==> config.mk <==
export PLATFORM = sky130hd
export DESIGN_NAME = mmu_top
export DESIGN_NICKNAME = d
export VERILOG_FILES = /design/src/mmu_pkg.sv /design/src/tlb.sv /design/src/page_table_walker.sv /design/src/translation_ctrl.sv /design/src/mmu_top.sv
export SDC_FILE = /design/constraint.sdc
export NUM_CORES = 1
export LEC_CHECK = 0
export ABC_AREA = 0
export BUFFER_PORTS_ARGS = -buffer_cell sky130_fd_sc_hd__buf_2
export CAP_MARGIN = 15
export CORE_ASPECT_RATIO = 0.8
export CORE_MARGIN = 4
export CORE_UTILIZATION = 45
export CTS_BUF_LIST = sky130_fd_sc_hd__clkbuf_2 sky130_fd_sc_hd__clkbuf_4 sky130_fd_sc_hd__clkbuf_8
export CTS_CLUSTER_DIAMETER = 200
export DETAILED_ROUTE_END_ITERATION = 10
export GPL_ROUTABILITY_DRIVEN = 0
export PLACE_DENSITY = 0.62
export SLEW_MARGIN = 10
export SYNTH_ARGS = -nofsm -noshare
export SYNTH_HDL_FRONTEND = slang
export SYNTH_SLANG_ARGS = --single-unit
export TNS_END_PERCENT = 30
==> constraint.sdc <==
create_clock -name clk -period 6.9 [get_ports clk]
set_clock_uncertainty 0.05 [all_clocks]
set_input_delay 0.69 -clock clk [delete_from_list [all_inputs] [get_ports clk]]
set_output_delay 0.69 -clock clk [all_outputs]
set_load 0.02 [all_outputs]
==> src/mmu_pkg.sv <==
package mmu_pkg;

    localparam int unsigned VPN_W    = 20;
    localparam int unsigned PPN_W    = 22;
    localparam int unsigned OFFSET_W = 12;

    // sv32 page table entry with the msb first
    typedef struct packed {
        logic [11:0] ppn1;
        logic [9:0]  ppn0;
        logic [1:0]  rsw;
        logic        d;
        logic        a;
        logic        g;
        logic        u;
        logic        x;
        logic        w;
        logic        r;
        logic        v;
    } pte_t;

    typedef enum logic [1:0] {
        FAULT_NONE   = 2'd0,
        FAULT_PAGE   = 2'd1,
        FAULT_ACCESS = 2'd2
    } fault_e;

    typedef struct packed {
        logic [VPN_W-1:0]    vpn;
        logic [OFFSET_W-1:0] offset;
    } xlate_req_t;

    // ppn and access are only meaningful with FAULT_NONE
    typedef struct packed {
        fault_e           fault;
        logic [PPN_W-1:0] ppn;
        logic [7:0]       access;
    } walk_result_t;

    typedef struct packed {
        fault_e                    fault;
        logic [PPN_W+OFFSET_W-1:0] paddr;
        logic [7:0]                access;
    } xlate_resp_t;

    typedef enum logic {
        PTW_IDLE,
        PTW_WALK
    } ptw_state_e;

    typedef enum logic [1:0] {
        CTRL_IDLE,
        CTRL_LOOKUP,
        CTRL_WALK,
        CTRL_RESPOND
    } ctrl_state_e;

endpackage

==> src/tlb.sv <==
`timescale 1ns/1ps

module tlb #(
    parameter int TLB_ENTRIES = 4
) (
    input  logic                      clk,
    input  logic                      rst_n,
    input  logic [mmu_pkg::VPN_W-1:0] lookup_vpn,
    input  logic                      fill,
    input  logic [mmu_pkg::VPN_W-1:0] fill_vpn,
    input  mmu_pkg::walk_result_t     fill_data,
    input  logic                      flush,
    output logic                      hit,
    output mmu_pkg::walk_result_t     entry
);
    import mmu_pkg::*;

    localparam int IDX_W = $clog2(TLB_ENTRIES);
    localparam int TAG_W = VPN_W - IDX_W;

    typedef struct packed {
        logic [TAG_W-1:0] tag;
        walk_result_t     data;
    } tlb_line_t;

    if ((TLB_ENTRIES < 2) || ((TLB_ENTRIES & (TLB_ENTRIES - 1)) != 0)) begin : g_bad_size
        $error("tlb: TLB_ENTRIES must be a power of two, at least 2");
    end

    tlb_line_t              lines [TLB_ENTRIES];
    logic [TLB_ENTRIES-1:0] valid;

    logic [IDX_W-1:0] lookup_idx;
    logic [TAG_W-1:0] lookup_tag;
    logic [IDX_W-1:0] fill_idx;
    logic [TAG_W-1:0] fill_tag;

    // low vpn bits pick the set, the rest is the tag
    assign lookup_idx = lookup_vpn[IDX_W-1:0];
    assign lookup_tag = lookup_vpn[VPN_W-1:IDX_W];
    assign fill_idx   = fill_vpn[IDX_W-1:0];
    assign fill_tag   = fill_vpn[VPN_W-1:IDX_W];

    assign hit   = valid[lookup_idx] && (lines[lookup_idx].tag == lookup_tag);
    assign entry = lines[lookup_idx].data;

    // flush beats a fill in the same cycle
    always_ff @(posedge clk or negedge rst_n) begin
        if (!rst_n) begin
            valid <= '0;
        end else if (flush) begin
            valid <= '0;
        end else if (fill) begin
            valid[fill_idx] <= 1'b1;
        end
    end

    always_ff @(posedge clk) begin
        if (fill) begin
            lines[fill_idx] <= {fill_tag, fill_data};
        end
    end

    // only successful walks get cached
    a_fill_no_fault: assert property (@(posedge clk) disable iff (!rst_n)
        fill |-> fill_data.fault == FAULT_NONE);

endmodule

==> src/page_table_walker.sv <==
`timescale 1ns/1ps

module page_table_walker (
    input  logic                      clk,
    input  logic                      rst_n,
    input  logic                      walk_start,
    input  logic [mmu_pkg::VPN_W-1:0] walk_vpn,
    input  logic [mmu_pkg::PPN_W-1:0] walk_root,
    output logic [33:0]               avl_address,
    output logic                      avl_read,
    input  mmu_pkg::pte_t             avl_readdata,
    input  logic                      avl_readdatavalid,
    input  logic                      avl_waitrequest,
    input  logic [1:0]                avl_response,
    output logic                      walk_done,
    output mmu_pkg::walk_result_t     walk_result
);
    import mmu_pkg::*;

    ptw_state_e       state;
    logic             level;
    logic             read_issued;
    logic [PPN_W-1:0] table_base;
    logic [VPN_W-1:0] vpn_q;

    logic       rsp_valid;
    logic       bus_err;
    logic       pte_bad;
    logic       pte_leaf;
    logic       misaligned;
    fault_e     fault;
    logic [PPN_W-1:0] leaf_ppn;
    logic [9:0] vpn_part;

    // level 1 indexes with vpn[19:10], level 0 with vpn[9:0]
    assign vpn_part    = level ? vpn_q[19:10] : vpn_q[9:0];
    assign avl_address = {table_base, vpn_part, 2'b00};
    assign avl_read    = (state == PTW_WALK) && !read_issued;

    // pte decode
    assign rsp_valid  = (state == PTW_WALK) && avl_readdatavalid;
    assign bus_err    = (avl_response != 2'b00);
    assign pte_bad    = !avl_readdata.v || (avl_readdata.w && !avl_readdata.r);
    assign pte_leaf   = avl_readdata.r || avl_readdata.x;
    assign misaligned = level && (avl_readdata.ppn0 != '0);

    // megapage takes the low ppn bits from the vpn
    assign leaf_ppn = level ? {avl_readdata.ppn1, vpn_q[9:0]}
                            : {avl_readdata.ppn1, avl_readdata.ppn0};

    always_comb begin
        walk_done = 1'b0;
        fault     = FAULT_NONE;
        if (rsp_valid) begin
            if (bus_err) begin
                walk_done = 1'b1;
                fault     = FAULT_ACCESS;
            end else if (pte_bad) begin
                walk_done = 1'b1;
                fault     = FAULT_PAGE;
            end else if (pte_leaf) begin
                walk_done = 1'b1;
                if (misaligned) begin
                    fault = FAULT_PAGE;
                end
            end else if (!level) begin
                // pointer where a leaf must be
                walk_done = 1'b1;
                fault     = FAULT_PAGE;
            end
        end
    end

    assign walk_result = '{fault: fault, ppn: leaf_ppn, access: avl_readdata[7:0]};

    always_ff @(posedge clk or negedge rst_n) begin
        if (!rst_n) begin
            state       <= PTW_IDLE;
            level       <= 1'b1;
            read_issued <= 1'b0;
        end else begin
            case (state)
                PTW_IDLE: begin
                    if (walk_start) begin
                        state       <= PTW_WALK;
                        level       <= 1'b1;
                        read_issued <= 1'b0;
                    end
                end
                PTW_WALK: begin
                    if (avl_read && !avl_waitrequest) begin
                        read_issued <= 1'b1;
                    end
                    if (walk_done) begin
                        state <= PTW_IDLE;
                    end else if (rsp_valid) begin
                        // level 1 pointer, go one level down
                        level       <= 1'b0;
                        read_issued <= 1'b0;
                    end
                end
                default: state <= PTW_IDLE;
            endcase
        end
    end

    always_ff @(posedge clk) begin
        if (state == PTW_IDLE && walk_start) begin
            vpn_q      <= walk_vpn;
            table_base <= walk_root;
        end else if (rsp_valid && !walk_done) begin
            table_base <= {avl_readdata.ppn1, avl_readdata.ppn0};
        end
    end

    a_cmd_hold: assert property (@(posedge clk) disable iff (!rst_n)
        avl_read && avl_waitrequest |=> avl_read && $stable(avl_address));

    a_start_idle: assert property (@(posedge clk) disable iff (!rst_n)
        walk_start |-> state == PTW_IDLE);

endmodule

==> src/translation_ctrl.sv <==
`timescale 1ns/1ps

module translation_ctrl (
    input  logic                      clk,
    input  logic                      rst_n,
    input  logic                      req,
    input  mmu_pkg::xlate_req_t       req_addr,
    input  logic                      satp_mode,
    input  logic [mmu_pkg::PPN_W-1:0] satp_ppn,
    output logic                      busy,
    output logic                      done,
    output mmu_pkg::xlate_resp_t      resp,
    output logic [mmu_pkg::VPN_W-1:0] lookup_vpn,
    input  logic                      tlb_hit,
    input  mmu_pkg::walk_result_t     tlb_entry,
    output logic                      walk_start,
    output logic [mmu_pkg::VPN_W-1:0] walk_vpn,
    output logic [mmu_pkg::PPN_W-1:0] walk_root,
    input  logic                      walk_done,
    input  mmu_pkg::walk_result_t     walk_result,
    output logic                      fill,
    output logic [mmu_pkg::VPN_W-1:0] fill_vpn,
    output mmu_pkg::walk_result_t     fill_data
);
    import mmu_pkg::*;

    ctrl_state_e      state;
    xlate_req_t       req_q;
    logic             mode_q;
    logic [PPN_W-1:0] root_q;
    xlate_resp_t      resp_q;
    xlate_resp_t      lookup_resp;
    xlate_resp_t      walk_resp;
    logic             answer_now;

    // bare mode or a tlb hit answers without walking
    assign answer_now = !mode_q || tlb_hit;

    always_comb begin
        if (!mode_q) begin
            // no pte behind a bare address
            lookup_resp = '{fault: FAULT_NONE, paddr: {2'b00, req_q}, access: 8'h00};
        end else begin
            lookup_resp = '{fault: tlb_entry.fault,
                            paddr: {tlb_entry.ppn, req_q.offset},
                            access: tlb_entry.access};
        end
    end

    assign walk_resp = '{fault: walk_result.fault,
                         paddr: {walk_result.ppn, req_q.offset},
                         access: walk_result.access};

    assign lookup_vpn = req_q.vpn;
    assign walk_start = (state == CTRL_LOOKUP) && !answer_now;
    assign walk_vpn   = req_q.vpn;
    assign walk_root  = root_q;

    assign fill      = (state == CTRL_WALK) && walk_done && (walk_result.fault == FAULT_NONE);
    assign fill_vpn  = req_q.vpn;
    assign fill_data = walk_result;

    assign busy = (state != CTRL_IDLE);
    assign done = (state == CTRL_RESPOND);
    assign resp = resp_q;

    always_ff @(posedge clk or negedge rst_n) begin
        if (!rst_n) begin
            state <= CTRL_IDLE;
        end else begin
            case (state)
                CTRL_IDLE:    if (req) state <= CTRL_LOOKUP;
                CTRL_LOOKUP:  state <= answer_now ? CTRL_RESPOND : CTRL_WALK;
                CTRL_WALK:    if (walk_done) state <= CTRL_RESPOND;
                CTRL_RESPOND: state <= CTRL_IDLE;
                default:      state <= CTRL_IDLE;
            endcase
        end
    end

    // request, satp sample and response
    always_ff @(posedge clk) begin
        if (state == CTRL_IDLE && req) begin
            req_q  <= req_addr;
            mode_q <= satp_mode;
            root_q <= satp_ppn;
        end
        if (state == CTRL_LOOKUP && answer_now) begin
            resp_q <= lookup_resp;
        end else if (state == CTRL_WALK && walk_done) begin
            resp_q <= walk_resp;
        end
    end

    a_no_req_busy: assert property (@(posedge clk) disable iff (!rst_n)
        busy |-> !req);

endmodule

==> src/mmu_top.sv <==
`timescale 1ns/1ps

module mmu_top #(
    parameter int TLB_ENTRIES = 4
) (
    input  logic                      clk,
    input  logic                      rst_n,
    input  logic                      req,
    input  mmu_pkg::xlate_req_t       req_addr,
    input  logic                      satp_mode,
    input  logic [mmu_pkg::PPN_W-1:0] satp_ppn,
    input  logic                      flush,
    output logic                      busy,
    output logic                      done,
    output mmu_pkg::xlate_resp_t      resp,
    output logic [33:0]               avl_address,
    output logic                      avl_read,
    input  logic [31:0]               avl_readdata,
    input  logic                      avl_readdatavalid,
    input  logic                      avl_waitrequest,
    input  logic [1:0]                avl_response
);
    import mmu_pkg::*;

    logic [VPN_W-1:0] lookup_vpn;
    logic             tlb_hit;
    walk_result_t     tlb_entry;
    logic             walk_start;
    logic [VPN_W-1:0] walk_vpn;
    logic [PPN_W-1:0] walk_root;
    logic             walk_done;
    walk_result_t     walk_result;
    logic             fill;
    logic [VPN_W-1:0] fill_vpn;
    walk_result_t     fill_data;

    tlb #(
        .TLB_ENTRIES(TLB_ENTRIES)
    ) u_tlb (
        .clk        (clk),
        .rst_n      (rst_n),
        .lookup_vpn (lookup_vpn),
        .fill       (fill),
        .fill_vpn   (fill_vpn),
        .fill_data  (fill_data),
        .flush      (flush),
        .hit        (tlb_hit),
        .entry      (tlb_entry)
    );

    page_table_walker u_walker (
        .clk               (clk),
        .rst_n             (rst_n),
        .walk_start        (walk_start),
        .walk_vpn          (walk_vpn),
        .walk_root         (walk_root),
        .avl_address       (avl_address),
        .avl_read          (avl_read),
        .avl_readdata      (avl_readdata),
        .avl_readdatavalid (avl_readdatavalid),
        .avl_waitrequest   (avl_waitrequest),
        .avl_response      (avl_response),
        .walk_done         (walk_done),
        .walk_result       (walk_result)
    );

    translation_ctrl u_ctrl (
        .clk         (clk),
        .rst_n       (rst_n),
        .req         (req),
        .req_addr    (req_addr),
        .satp_mode   (satp_mode),
        .satp_ppn    (satp_ppn),
        .busy        (busy),
        .done        (done),
        .resp        (resp),
        .lookup_vpn  (lookup_vpn),
        .tlb_hit     (tlb_hit),
        .tlb_entry   (tlb_entry),
        .walk_start  (walk_start),
        .walk_vpn    (walk_vpn),
        .walk_root   (walk_root),
        .walk_done   (walk_done),
        .walk_result (walk_result),
        .fill        (fill),
        .fill_vpn    (fill_vpn),
        .fill_data   (fill_data)
    );

endmodule

; After elaboration in Yosys (flattened, before gate mapping)
; Memory sizes are Yosys's and may differ from the RTL's. A register that Yosys moved wholly into a read port is not among the register bits.
; Cells that the tools add are included.
[op_classes]
n_shift = 0
bitwise_logic = 2
n_reduce_logical = 34
n_addsub = 0
n_eq_ne = 9
n_mux = 43
n_div = 0
multipliers = 0
n_lt_le_gt_ge = 2
[ops]
columns = op, count
row1 = 44-bit 2-to-1 mux, 3
row2 = 22-bit 2-to-1 mux, 2
row3 = 1-bit 2-to-1 mux, 21
row4 = 10-bit 2-to-1 mux, 2
row5 = 18-bit equality test, 1
row6 = 1-bit logical AND, 14
row7 = 2-bit 2-to-1 mux, 7
row8 = 10-bit nonzero test, 1
row9 = 2-bit nonzero test, 5
row10 = 4-bit 2-to-1 mux, 2
row11 = 2-bit one-hot mux with 4 select lines, 1
row12 = 1-bit zero test, 7
row13 = 2-bit != test (second input constant), 3
row14 = 1-bit one-hot mux with 2 select lines, 3
row15 = 2-bit equality test (second input constant), 2
row16 = 2-bit zero test, 2
row17 = 2-bit by 1-bit != test with 1-bit output (second input constant), 2
row18 = 4-bit bitwise OR, 1
row19 = 1-bit logical OR, 3
row20 = 2-bit by 3-bit less-than comparator with 1-bit output (second input constant), 1
row21 = 3-bit AND reduction, 1
row22 = 1-bit binary-select mux with 2-bit select, 1
row23 = 1-bit demux with 2-bit select, 1
row24 = 2-bit by 1-bit equality test with 1-bit output (second input constant), 1
row25 = other kinds (3), 3
[totals]
ramBits = 200
romBits = 0
wordCells = 105
latch_bits = 0
mem_count = 1
regBits = 150
[memory_table]
columns = memory, words, word_bits, rd, rd_ports_with_merged_regs, wr, line_no
row1 = u_tlb.lines, 4, 50, 1, 1, 1, tlb.sv:30  ; tlb_line_t lines [TLB_ENTRIES];

; Depth between registers and ports, before layout
; Gate-level depths: netlist (run 1).
[depth]
word_depth = 11
mapped_depth = 11

; By module
; Synthesis (run 1) repeated with hierarchy kept, for this count alone.
[hier_totals]
cells_unflattened = 782
hier_area_um2 = 14378.8
[modules_own_cells]
columns = mod, n_inst, seq_area_each_um2, cells_each, area_per_inst_um2
row1 = tlb, 1, 6105.9, 334, 7718.7
row2 = translation_ctrl, 1, 3022.9, 307, 4393.0
row3 = page_table_walker, 1, 1337.5, 141, 2267.2

; Worst setup path after synthesis (run 1)
; Ideal clock, no wire load.
[synth_path]
kind = input to register
start = input avl_readdata[13]
end = memory u_tlb.lines[1][0] (netlist bit), enable pin
arrival_ns = 4.864
setup_time_ns = 0.522
required_ns = 6.328
path_buffers = 0
path_stages = 5
path_slack_ns = 1.465
cell_sequence = nor4_1 -> a31oi_1 -> o21bai_1 -> nand4_1 -> nor3_1
[synth_between]
elab_chain_cells = 11
[synth_lines]
columns = item, line_no
row1 = start: declaration, mmu_top.sv:18  ; input logic [31:0] avl_readdata,
row2 = 10-bit nonzero test, page_table_walker.sv:45  ; assign misaligned = level && (avl_readdata.ppn0 != '0);
row3 = 1-bit logical AND, page_table_walker.sv:45
row4 = 1-bit 2-to-1 mux, page_table_walker.sv:63  ; if (misaligned) begin
row5 = 2-bit 2-to-1 mux, page_table_walker.sv:61  ; end else if (pte_leaf) begin
row6 = 2-bit 2-to-1 mux, page_table_walker.sv:58  ; end else if (pte_bad) begin
row7 = 2-bit 2-to-1 mux, page_table_walker.sv:55  ; if (bus_err) begin
row8 = 2-bit 2-to-1 mux, page_table_walker.sv:54  ; if (rsp_valid) begin
row9 = 2-bit zero test, translation_ctrl.sv:59  ; assign fill = (state == CTRL_WALK) && walk_done && (walk_result.fault == FAULT_NONE);
row10 = 1-bit logical AND, translation_ctrl.sv:59
row11 = 1-bit 2-to-1 mux, tlb.sv:59  ; if (fill) begin
row12 = 1-bit 2-to-1 mux (implied by the code), tlb.sv:60  ; lines[fill_idx] <= {fill_tag, fill_data};
row13 = end: declaration, tlb.sv:30
; No other way between the ends.

==> results of run 1 <==
## area by class of cell
class | count | share of cell area [%]
Sequential cell | 352 | 64.4
Multi-Input combinational cell | 329 | 19.1
Timing Repair Buffer | 189 | 6.09
Clock buffer | 74 | 5.63
Tap cell | 413 | 3.17
Clock inverter | 28 | 1.27
Inverter | 12 | 0.276
Antenna cell | 1 | 0.0153
## sequential cells by signal (all words and copies together) (netlist names), named ones only
name,flops
u_ctrl.resp,44
u_ctrl.walk_root,22
u_tlb.valid,4
u_ctrl.mode_q,1
u_walker.read_issued,1
u_walker.level,1
u_ctrl.fill_vpn,20
u_walker.state,1
u_walker.vpn_q,20
u_ctrl.state,2
u_tlb.lines,200
u_walker.table_base,22
u_ctrl.req_q,12
## synth_stat cells (2+ instances only)
master | instances | area [sq um]
edfxtp_1 | 341 | 10200
mux4_2 | 44 | 991
nand2_1 | 41 | 154
o21ai_0 | 30 | 150
mux2_2 | 26 | 293
a31oi_1 | 21 | 131
clkbuf_1 | 21 | 78.8
mux2_4 | 16 | 240
mux2i_1 | 15 | 150
xnor2_1 | 14 | 123
and2_1 | 12 | 75.1
inv_1 | 12 | 45.0
nor2_1 | 12 | 45.0
nand3_1 | 11 | 55.1
a222oi_1 | 10 | 100
a22o_1 | 10 | 87.6
buf_2 | 8 | 40.0
dfrtp_1 | 8 | 200
nor2b_1 | 8 | 50.1
nor3_1 | 6 | 30.0
buf_6 | 5 | 56.3
ha_1 | 5 | 62.6
nor4_1 | 5 | 31.3
a21oi_1 | 4 | 20.0
o21ai_1 | 4 | 20.0
o21ba_2 | 4 | 40.0
nand4_1 | 3 | 18.8
o2bb2ai_1 | 3 | 26.3
a211oi_1 | 2 | 15.0
a21o_1 | 2 | 15.0
a2bb2oi_1 | 2 | 17.5
a31o_2 | 2 | 17.5
and4_1 | 2 | 17.5
buf_1 | 2 | 7.51
buf_4 | 2 | 15.0
dfxtp_1 | 2 | 40.0
nand2b_1 | 2 | 12.5
## worst paths after layout
check	slack [ns]	end	cells past startpoint
max	2.76	u_ctrl.resp[33]	8
max in group asynchronous	6.04	u_walker.level	2
min in group asynchronous	0.48	u_walker.state	2
min	0.22	u_ctrl.fill_vpn[18]	1
min reg2reg	0.36	u_ctrl.resp[8]	0
max reg2reg	2.76	u_ctrl.resp[33]	8
## cells by family after synthesis
family	synth area share [%]
multiplexers	12.1
flip-flops	75.9
buffers and inverters	1.75
AND/OR/NAND/NOR	3.84
XOR/XNOR	0.886
other	0.0271
AO/OA/AOI/OAI	4.99
adder cells (fa/ha/maj)	0.452
## routing by layer
layer	global-route usage [%]	up-vias	routed length [microns]
met1	27.5	3899	14400
met3	3.87	47	2180
li1	-	3372	-
met5	0	-	0
met4	5.48	0	729
met2	30.3	289	15200
## placed cells by master, fill, tap and decap left out, types with 3 or more instances in the layout
| cell type | count |
|---|---|
| nand3_1 | 11 |
| a222oi_1 | 10 |
| clkbuf_8 | 58 |
| nand4_1 | 3 |
| a21oi_1 | 4 |
| nor2_1 | 10 |
| xnor2_1 | 14 |
| dfrtp_1 | 8 |
| nor4_1 | 5 |
| clkinv_1 | 14 |
| buf_4 | 17 |
| clkbuf_4 | 16 |
| mux2i_1 | 15 |
| buf_2 | 171 |
| nor2b_1 | 8 |
| mux2_4 | 16 |
| o21ai_1 | 4 |
| mux2_2 | 26 |
| a22o_1 | 10 |
| nand2_1 | 40 |
| o21ba_2 | 4 |
| a31oi_1 | 21 |
| and2_1 | 12 |
| clkinv_2 | 9 |
| o21ai_0 | 30 |
| edfxtp_1 | 341 |
| o2bb2ai_1 | 3 |
| bufinv_16 | 3 |
| inv_1 | 11 |
| ha_1 | 5 |
| nor3_1 | 4 |
| mux4_2 | 44 |
## worst max-delay path: stages (launching register included)
cell and delay, ns:
dfxtp_4 0.87, mux4_2 0.61, xnor2_1 0.21, o311ai_0 0.19
nor4_1 0.30, nand4_1 0.19, a21o_1 0.27, nand2_2 0.74
buf_4 0.38
## repair_timing
item                       4_1_cts  5_1_grt
hold endpoints to repair         8        0
setup endpoints to repair        0        0
hold buffers                     1        0
## report_power, final
part / leakage (nW) / total, mW / switching, mW / internal, mW
registers: 3.23 / 2.89 / 0.212 / 2.68
logic: 1.88 / 1.27 / 0.752 / 0.522
clock network: 0.596 / 1.77 / 0.788 / 0.979
total: 5.71 / 5.93 / 1.75 / 4.18
## per-stage QoR
step / instance area (sq um) / power (mW) / worst slack (ns)
after detailed placement: 15200 / 4.22 / 2.60
after CTS: 16300 / 6.01 / 2.67
after global routing: 16300 / 6.22 / 2.35
after floorplan: 13800 / 3.75 / 1.46
final: 16300 / 5.93 / 2.76
after global placement: 15200 / 4.21 / 2.66
==> key figures, run 1 <==
Outcome
  • Status: finished, final reports clean

Critical path
  • Worst path arrival time: 4.35 ns
  • Crit Path Class: register to register
  • Crit path required time: 7.12 ns
  • Crit-path max FO: 42
  • Critical Path End Type: register
  • Startpoint Class: register

Timing
  • Setup-failing EPs final: 0
  • Final Cycle Share: 60.0%
  • Crit path time final: 4.14 ns
  • Final hold vios: 0
  • Setup TNS: 0 ns
  • Slew HR: 30.7%
  • Max Freq: 0.242 GHz
  • Worst Tran Pin Value: 1.04 ns
  • Unrepaired setup endpoints after global routing: false
  • Final hold slack: 0.220 ns
  • Slew Limit Fails: 0

Min path
  • Hold path start: req_addr[30]
  • Worst hold path type: input port to register

Global route
  • Gr ovfl total: 0
  • Largest net degree at the start of global routing: 45
  • First-pass GRT wire length: 47,800 microns
  • Number of global-route vias before repair: 7,675
  • GRT Total Usage: 19.2%
  • Initial antenna violation count: 0

Synth
  • Average cell area after synthesis: 18.9 sq um
  • Number of flops mapped to enable cells by yosys: 341
  • Synth Warn #: 0
  • Synthesis-stage register bit count: 352
  • Top_reg_cell synth: edfxtp_1
  • Post-synthesis sequential area ratio: 75.9%
  • Library cells used by synthesis: 50
  • Mapped Cells: 730
  • Asr flop ratio synth: 2.56%
  • Synth Cell Area: 13,800 sq um

Clocking
  • CTS tree: built
  • Buffer count from post-CTS setup fixing: 0
  • H-tree depth: 2
  • Clock Path Buffers: 3
  • Cts bufs inserted: 54
  • CTS sink cnt: 352
  • CTS clk-pin slew, worst paths: 0.06 ns
  • Later-pin clock latency in the skew report: 0.59 ns
  • CTS Root Cell: clkbuf_8
  • Cts repair resizes: 0

Placed design
  • Port Buffers: 171
  • DP HPWL: 19,800 microns
  • DP Cell Count: 1,294

Final layout
  • Layout Nets: 1,038
  • Multi-input gate area: 3120 sq um
  • Layout area overhead: 17.9%
  • Final core occ: 53.8%
  • FILL cells: 2,441
  • Finished Layout Cells: 1,398
  • Share of cells above drive strength 1: 38.7%
  • Sequential cell area: 10,500 sq um

Floorplan
  • IO Pins: 176
  • FP Rows: 57
  • Core area: 30,300 sq um
  • Die W: 204 microns
  • Initial core utilization: 45.6%
  • Die H: 165 microns
  • Die area: 33,600 sq um

Routing
  • DRC violations left: 0
  • Routed wire per std cell: 23.3 microns
  • DRT antenna net count: 0
  • Detailed-route via count: 7,607
  • Routed WL: 32,600 microns
  • Iteration count of the initial detailed-routing pass: 5
  • Via/cell ratio: 5.44
  • 1st-iter DRT viols: 594

Run
  • Max Cap Viol: 0

Power and ir drop
  • Pwr dens: 364 nW/um^2
  • P_leak: 5.71 nW
  • Peak supply drop: 215 uV
(Power assumes the default switching activity.)
==> run 2, diff against run 1 <==
Settings changed: PLACE_DENSITY 0.62 to 0.64.
Clock period 6.9 ns to 3.8 ns, I/O delays scaled along.
==> key figures, run 2 (same netlist as run 1, synthesis figures left out) <==
Clocking
  • Cts repair resizes: 0 (unchanged)
  • Later-pin clock latency in the skew report: 0.60 ns (about the same)
  • Clock Path Buffers: 3 (unchanged)
  • CTS tree: built
  • H-tree depth: 2 (unchanged)
  • CTS Root Cell: clkbuf_8
  • CTS clk-pin slew, worst paths: 0.06 ns (about the same)
  • CTS sink cnt: 352 (unchanged)
  • Cts bufs inserted: 55 (+1.9%)

Timing
  • Final Cycle Share: 93.6% (+34 points)
  • Slew Limit Fails: 0 (unchanged)
  • Max Freq: 0.281 GHz (+16%)
  • Crit path time final: 3.56 ns (-0.580 ns)
  • Setup-failing EPs final: 0 (unchanged)
  • Setup TNS: 0 ns (unchanged)
  • Final hold vios: 0 (unchanged)
  • Worst Tran Pin Value: 0.689 ns (-0.350 ns)
  • Unrepaired setup endpoints after global routing: false
  • Slew HR: 54.0% (+23 points)

Final layout
  • Final core occ: 57.0% (+3.2 points)
  • Commonest non-fill, non-tap cells in the layout: edfxtp_1, buf_2, dlygate4sd3_1
  • Share of cells above drive strength 1: 37.3% (-1.5 points)
  • Design Area, Final: 17,300 sq um (+5.9%)
  • Most common cell after layout, fill and taps aside: edfxtp_1
  • FILL cells: 2,343 (-4.0%)
  • Biggest register: u_tlb.lines
  • Layout Nets: 1,126 (+8.5%)
  • Layout area overhead: 24.9%
  • Largest register FFs: 200 (unchanged)

Routing
  • Iteration count of the initial detailed-routing pass: 5 (unchanged)
  • Via/cell ratio: 5.37 (-1.4%)
  • DRT antenna net count: 0 (unchanged)
  • DRC violations left: 0 (unchanged)
  • Detailed-route via count: 7,975 (+4.8%)
  • 1st-iter DRT viols: 671 (+13%)
  • Routed WL: 33,700 microns (+3.5%)
  • Routed wire per std cell: 22.7 microns (-2.6%)

Critical path
  • Crit Path Class: register to register
  • Crit path to: u_walker.table_base[9]
  • CP Cell Sequence: mux4_2 > xnor2_1 > o311ai_0 > nor4_1 > nand4_1 > and4b_2 > nand2b_1 > buf_12
  • Crit-path max FO: 18 (-57%)
  • Startpoint Class: register
  • CP max stage cell: mux4_2
  • Crit path required time: 4.08 ns (-3.04 ns)
  • Critical Path End Type: register
  • Worst path arrival time: 3.84 ns (-0.51 ns)
  • Reg-to-Reg End: u_walker.table_base[9]
  • R2R Setup Slk: 0.24 ns (-2.52 ns)
  • CP peak stage delay: 0.56 ns (-0.31 ns)
  • Cells on worst reg2reg path: 8 (unchanged)

Power and ir drop
  • Overall power: 10.9 mW (+85%)
  • P_leak: 6.10 nW (+6.8%)
  • Peak supply drop: 307 uV (+43%)
  • Pwr dens: 633 nW/um^2 (+74%)

Floorplan
  • Core area: 30,300 sq um (unchanged)
  • Die area: 33,600 sq um (unchanged)
  • FP Rows: 57 (unchanged)
  • IO Pins: 176 (unchanged)
  • Initial core utilization: 45.6% (unchanged)
  • Die H: 165 microns (unchanged)
  • Die W: 204 microns (unchanged)

Outcome
  • Status: finished, final reports clean

Placed design
  • Port Buffers: 171 (unchanged)
  • DP HPWL: 20,800 microns (+5.2%)
  • Placement Cell Area: 15,400 sq um (+1.5%)

Run
  • Max Cap Viol: 0 (unchanged)

Global route
  • GR Util met1: 28.6% (+1.1 points)
  • Largest net degree at the start of global routing: 45 (unchanged)
  • Number of global-route vias before repair: 8,061 (+5.0%)
  • First-pass GRT wire length: 49,500 microns (+3.6%)
  • GR Layer Usage met3: 4.95% (+1.1 points)
  • GRT Total Usage: 19.7% (+0.55 points)
  • Initial antenna violation count: 1 (+1)
  • Met2 usage: 30.8% (+0.53 points)
  • Busiest grt layer: met2
  • Gr ovfl total: 0 (unchanged)

Min path
  • Worst hold path type: input port to register
  • Hold path start: avl_readdata[29]
==> run 2: cell count changes in the layout (fill, tap and decap cells not counted), moves of 3 or more <==
cell	previous run	this run
buf_12	0	9
buf_4	17	23
clkinvlp_4	1	5
clkbuf_4	16	19
clkbuf_8	58	62
clkinv_2	9	3
dlygate4sd3_1	1	72
==> run 2: cell type report <==
type / instances / area [sq um] / area share, %
diodes: 2 / 5.00 / 0.0290
clock buffers: 81 / 996 / 5.77
clock inverters: 21 / 128 / 0.739
inverters: 12 / 45.0 / 0.261
multi-input cells: 329 / 3120 / 18.1
flip-flops and latches: 352 / 10500 / 60.8
well taps: 413 / 517 / 2.99
repair buffers: 276 / 1950 / 11.3
==> run 2: per-stage QoR <==
stage | instances | setup WS, ns | hold WS (ns)
after floorplan | 731 | -1.34 | 0.0344
after global placement | 1309 | 0.195 | 0.221
after detailed placement | 1309 | 0.149 | 0.227
after CTS | 1483 | 0.0948 | 0.00790
after global routing | 1485 | 0.0787 | 0.0194
final | 1486 | 0.243 | 0.0495
==> run 2: worst min-delay path by stage <==
stage	endpoint	slack (ns)	cells after the start
detailed placement	u_tlb.valid[0]	0.23	1
global route	u_tlb.lines[2][27]	0.02	1
CTS	u_tlb.lines[2][21]	0.008	1
floorplan	u_ctrl.state[0]	0.03	0
finish	u_tlb.lines[2][27]	0.05	1
global placement	u_tlb.valid[0]	0.22	1
==> run 2: per-layer routing <==
layer,routed length [microns],part of all wire (%),vias up
li1,-,-,3547
met1,14900,44,4077
met2,15700,47,319
met3,2780,8.2,32
met4,357,1.1,0
met5,0,0,-
==> run 2: report_power, final <==
group / internal (mW) / switching (mW) / total (mW)
combinational: 1.08 / 1.53 / 2.61
clock: 1.75 / 1.46 / 3.21
sequential: 4.85 / 0.270 / 5.12
total: 7.68 / 3.26 / 10.9
==> run 2: what timing repair did <==
action,4_1_cts,5_1_grt
endpoints found under the setup margin,0,18
hold endpoints to repair,124,0
hold buffers,72,0
buffers inserted,0,1
==> run 2: critical path, delay by kind of cell, from the launching register on <==
family,cells,cell delay (ns)
compound gates,1,0.19
xor+xnor,1,0.21
buf+inv,1,0.28
flops,1,0.54
mux,1,0.56
simple gates,4,1.45
==> run 3, diff against run 2 <==
==> constraint.sdc (replaced) <==
create_clock -name clk -period 3.8 [get_ports clk]
set_clock_uncertainty 0.05 [all_clocks]
set_input_delay 0.76 -clock clk [delete_from_list [all_inputs] [get_ports clk]]
set_output_delay 0.76 -clock clk [all_outputs]
set_load 0.02 [all_outputs]
==> key figures, run 3 (same netlist as run 1, synthesis figures left out) <==
Min path
  • Worst hold path type: input port to register
  • Hold path start: req_addr[22]

Power and ir drop
  • Peak supply drop: 356 uV (+16%)
  • Logic pwr share: 22.8% (-1.0 points)
  • Psw: 3.20 mW (-2.0%)
  • Sequential share of power: 48.2% (+1.4 points)
  • Clock power frac: 29.0% (-0.3 points)
  • Pint: 7.53 mW (-2.0%)
  • Switching Share: 29.8% (about the same)
  • Pwr dens: 652 nW/um^2 (+2.9%)
  • P_leak: 5.76 nW (-5.6%)
  • Overall power: 10.7 mW (-2.0%)

Critical path
  • Critical Path End Type: register
  • Crit path required time: 4.07 ns (about the same)
  • Startpoint Class: register
  • Crit-path max FO: 39 (+21)
  • CP max stage cell: dfxtp_4
  • Buf/Inv on CP: 2 (+1)
  • CP Cell Sequence: mux4_2 > xnor2_1 > o311ai_0 > nor4_1 > nand4_1 > buf_12 > and4b_2 > buf_4 > mux2_4
  • Worst path arrival time: 3.77 ns (-0.07 ns)
  • Crit Path Class: register to register
  • CP top delay family: multiplexers
  • CP peak stage delay: 0.57 ns (about the same)

Final layout
  • Largest register FFs: 200 (unchanged)
  • Layout Nets: 1,049 (-6.8%)
  • Layout area overhead: 18.9%
  • Commonest non-fill, non-tap cells in the layout: edfxtp_1, buf_2, clkbuf_8
  • Design Area, Final: 16,400 sq um (-4.8%)
  • Biggest register: u_tlb.lines
  • # diodes: 0 (-2)
  • Finished Layout Cells: 1,407 (-5.3%)
  • Most common cell after layout, fill and taps aside: edfxtp_1
  • Share of cells above drive strength 1: 38.3% (+1.1 points)

Placed design
  • DP Cell Count: 1,304 (-0.38%)
  • Placement Cell Area: 15,400 sq um (-0.24%)
  • DP HPWL: 20,300 microns (-2.7%)
  • Port Buffers: 171 (unchanged)

Routing
  • 1st-iter DRT viols: 761 (+13%)
  • Routed wire per std cell: 23.0 microns (+1.4%)
  • Iteration count of the initial detailed-routing pass: 6 (+1)
  • DRT antenna net count: 0 (unchanged)
  • Routed WL: 32,300 microns (-4.0%)
  • Detailed-route via count: 7,639 (-4.2%)
  • DRC violations left: 0 (unchanged)
  • Via/cell ratio: 5.43 (+1.2%)

Global route
  • Gr ovfl total: 0 (unchanged)
  • Initial antenna violation count: 1 (unchanged)
  • GRT Total Usage: 19.3% (-0.44 points)
  • Largest net degree at the start of global routing: 52 (+16%)
  • First-pass GRT wire length: 48,100 microns (-2.8%)
  • Number of global-route vias before repair: 7,610 (-5.6%)

Outcome
  • Status: finished, final reports clean

Timing
  • Unrepaired setup endpoints after global routing: false
  • Max Freq: 0.286 GHz (+1.7%)
  • Final hold slack: 0.293 ns (+0.244 ns)
  • Final hold vios: 0 (unchanged)
  • Final Cycle Share: 92.0% (-1.6 points)
  • Slew HR: 57.7% (+3.7 points)
  • Setup-failing EPs final: 0 (unchanged)
  • Worst Tran Pin Value: 0.634 ns (-0.0547 ns)
  • Slew Limit Fails: 0 (unchanged)
  • Crit path time final: 3.50 ns (-0.0590 ns)

Clocking
  • Cts hold-fix bufs: 1 (-99%)
  • Buffer count from post-CTS setup fixing: 0 (unchanged)
  • CTS clk-pin slew, worst paths: 0.06 ns (about the same)
  • Cts bufs inserted: 55 (unchanged)
  • Clock Path Buffers: 3 (unchanged)
  • Later-pin clock latency in the skew report: 0.59 ns (about the same)
  • Cts repair resizes: 0 (unchanged)
  • CTS tree: built
  • CTS Root Cell: clkbuf_8
  • H-tree depth: 2 (unchanged)
  • CTS sink cnt: 352 (unchanged)

Floorplan
  • FP Rows: 57 (unchanged)
  • Core area: 30,300 sq um (unchanged)
  • IO Pins: 176 (unchanged)
  • Die W: 204 microns (unchanged)
  • Die area: 33,600 sq um (unchanged)
  • Die H: 165 microns (unchanged)
  • Initial core utilization: 45.6% (unchanged)

Run
  • Max Cap Viol: 0 (unchanged)
==> run 3: worst paths after layout <==
kind	endpoint	slack [ns]	cells past startpoint
setup / recovery	u_walker.table_base[14]	0.30	9
hold / removal	u_ctrl.fill_vpn[10]	0.29	1
setup reg to reg	u_walker.table_base[14]	0.30	9
hold reg to reg	u_ctrl.resp[15]	0.37	0
max in group asynchronous	u_walker.level	2.88	2
min in group asynchronous	u_tlb.valid[1]	0.53	2
==> run 3: layout make-up <==
type	count	area (sq um)
Fill cell	2408	13900
Timing Repair Buffer	199	1170
Inverter	12	45.0
Sequential cell	352	10500
Multi-Input combinational cell	329	3130
Clock inverter	37	230
Tap cell	413	517
Clock buffer	65	845
==> run 3: power groups by stage <==
stage          registers, mW  clock network (mW)  logic (mW)
6_report                5.17                3.11        2.45
5_1_grt                 5.22                3.40        2.65
4_1_cts                 5.18                3.20        2.47
3_5_place_dp            5.25                   0        2.46
3_3_place_gp            5.25                   0        2.44
2_1_floorplan           5.30                   0        1.52
==> run 3: routing by layer <==
layer	up-vias	part of all wire (%)	GRT usage, %	routed length [microns]
met4	2	1.7	5.05	549
met2	343	44	27.9	14200
met1	3854	45	29.1	14600
met3	47	9.3	5.48	3020
met5	-	0.049	0	16
li1	3393	-	-	-
==> run 3: stage by stage <==
stage	util, %	worst slack [ns]	TNS (ns)
after CTS	54.3	0.290	0
after floorplan	-	-0.648	-84.73
after global placement	50.7	0.296	0
after global routing	54.3	0.113	0
final	54.3	0.302	0
after detailed placement	50.7	0.304	0
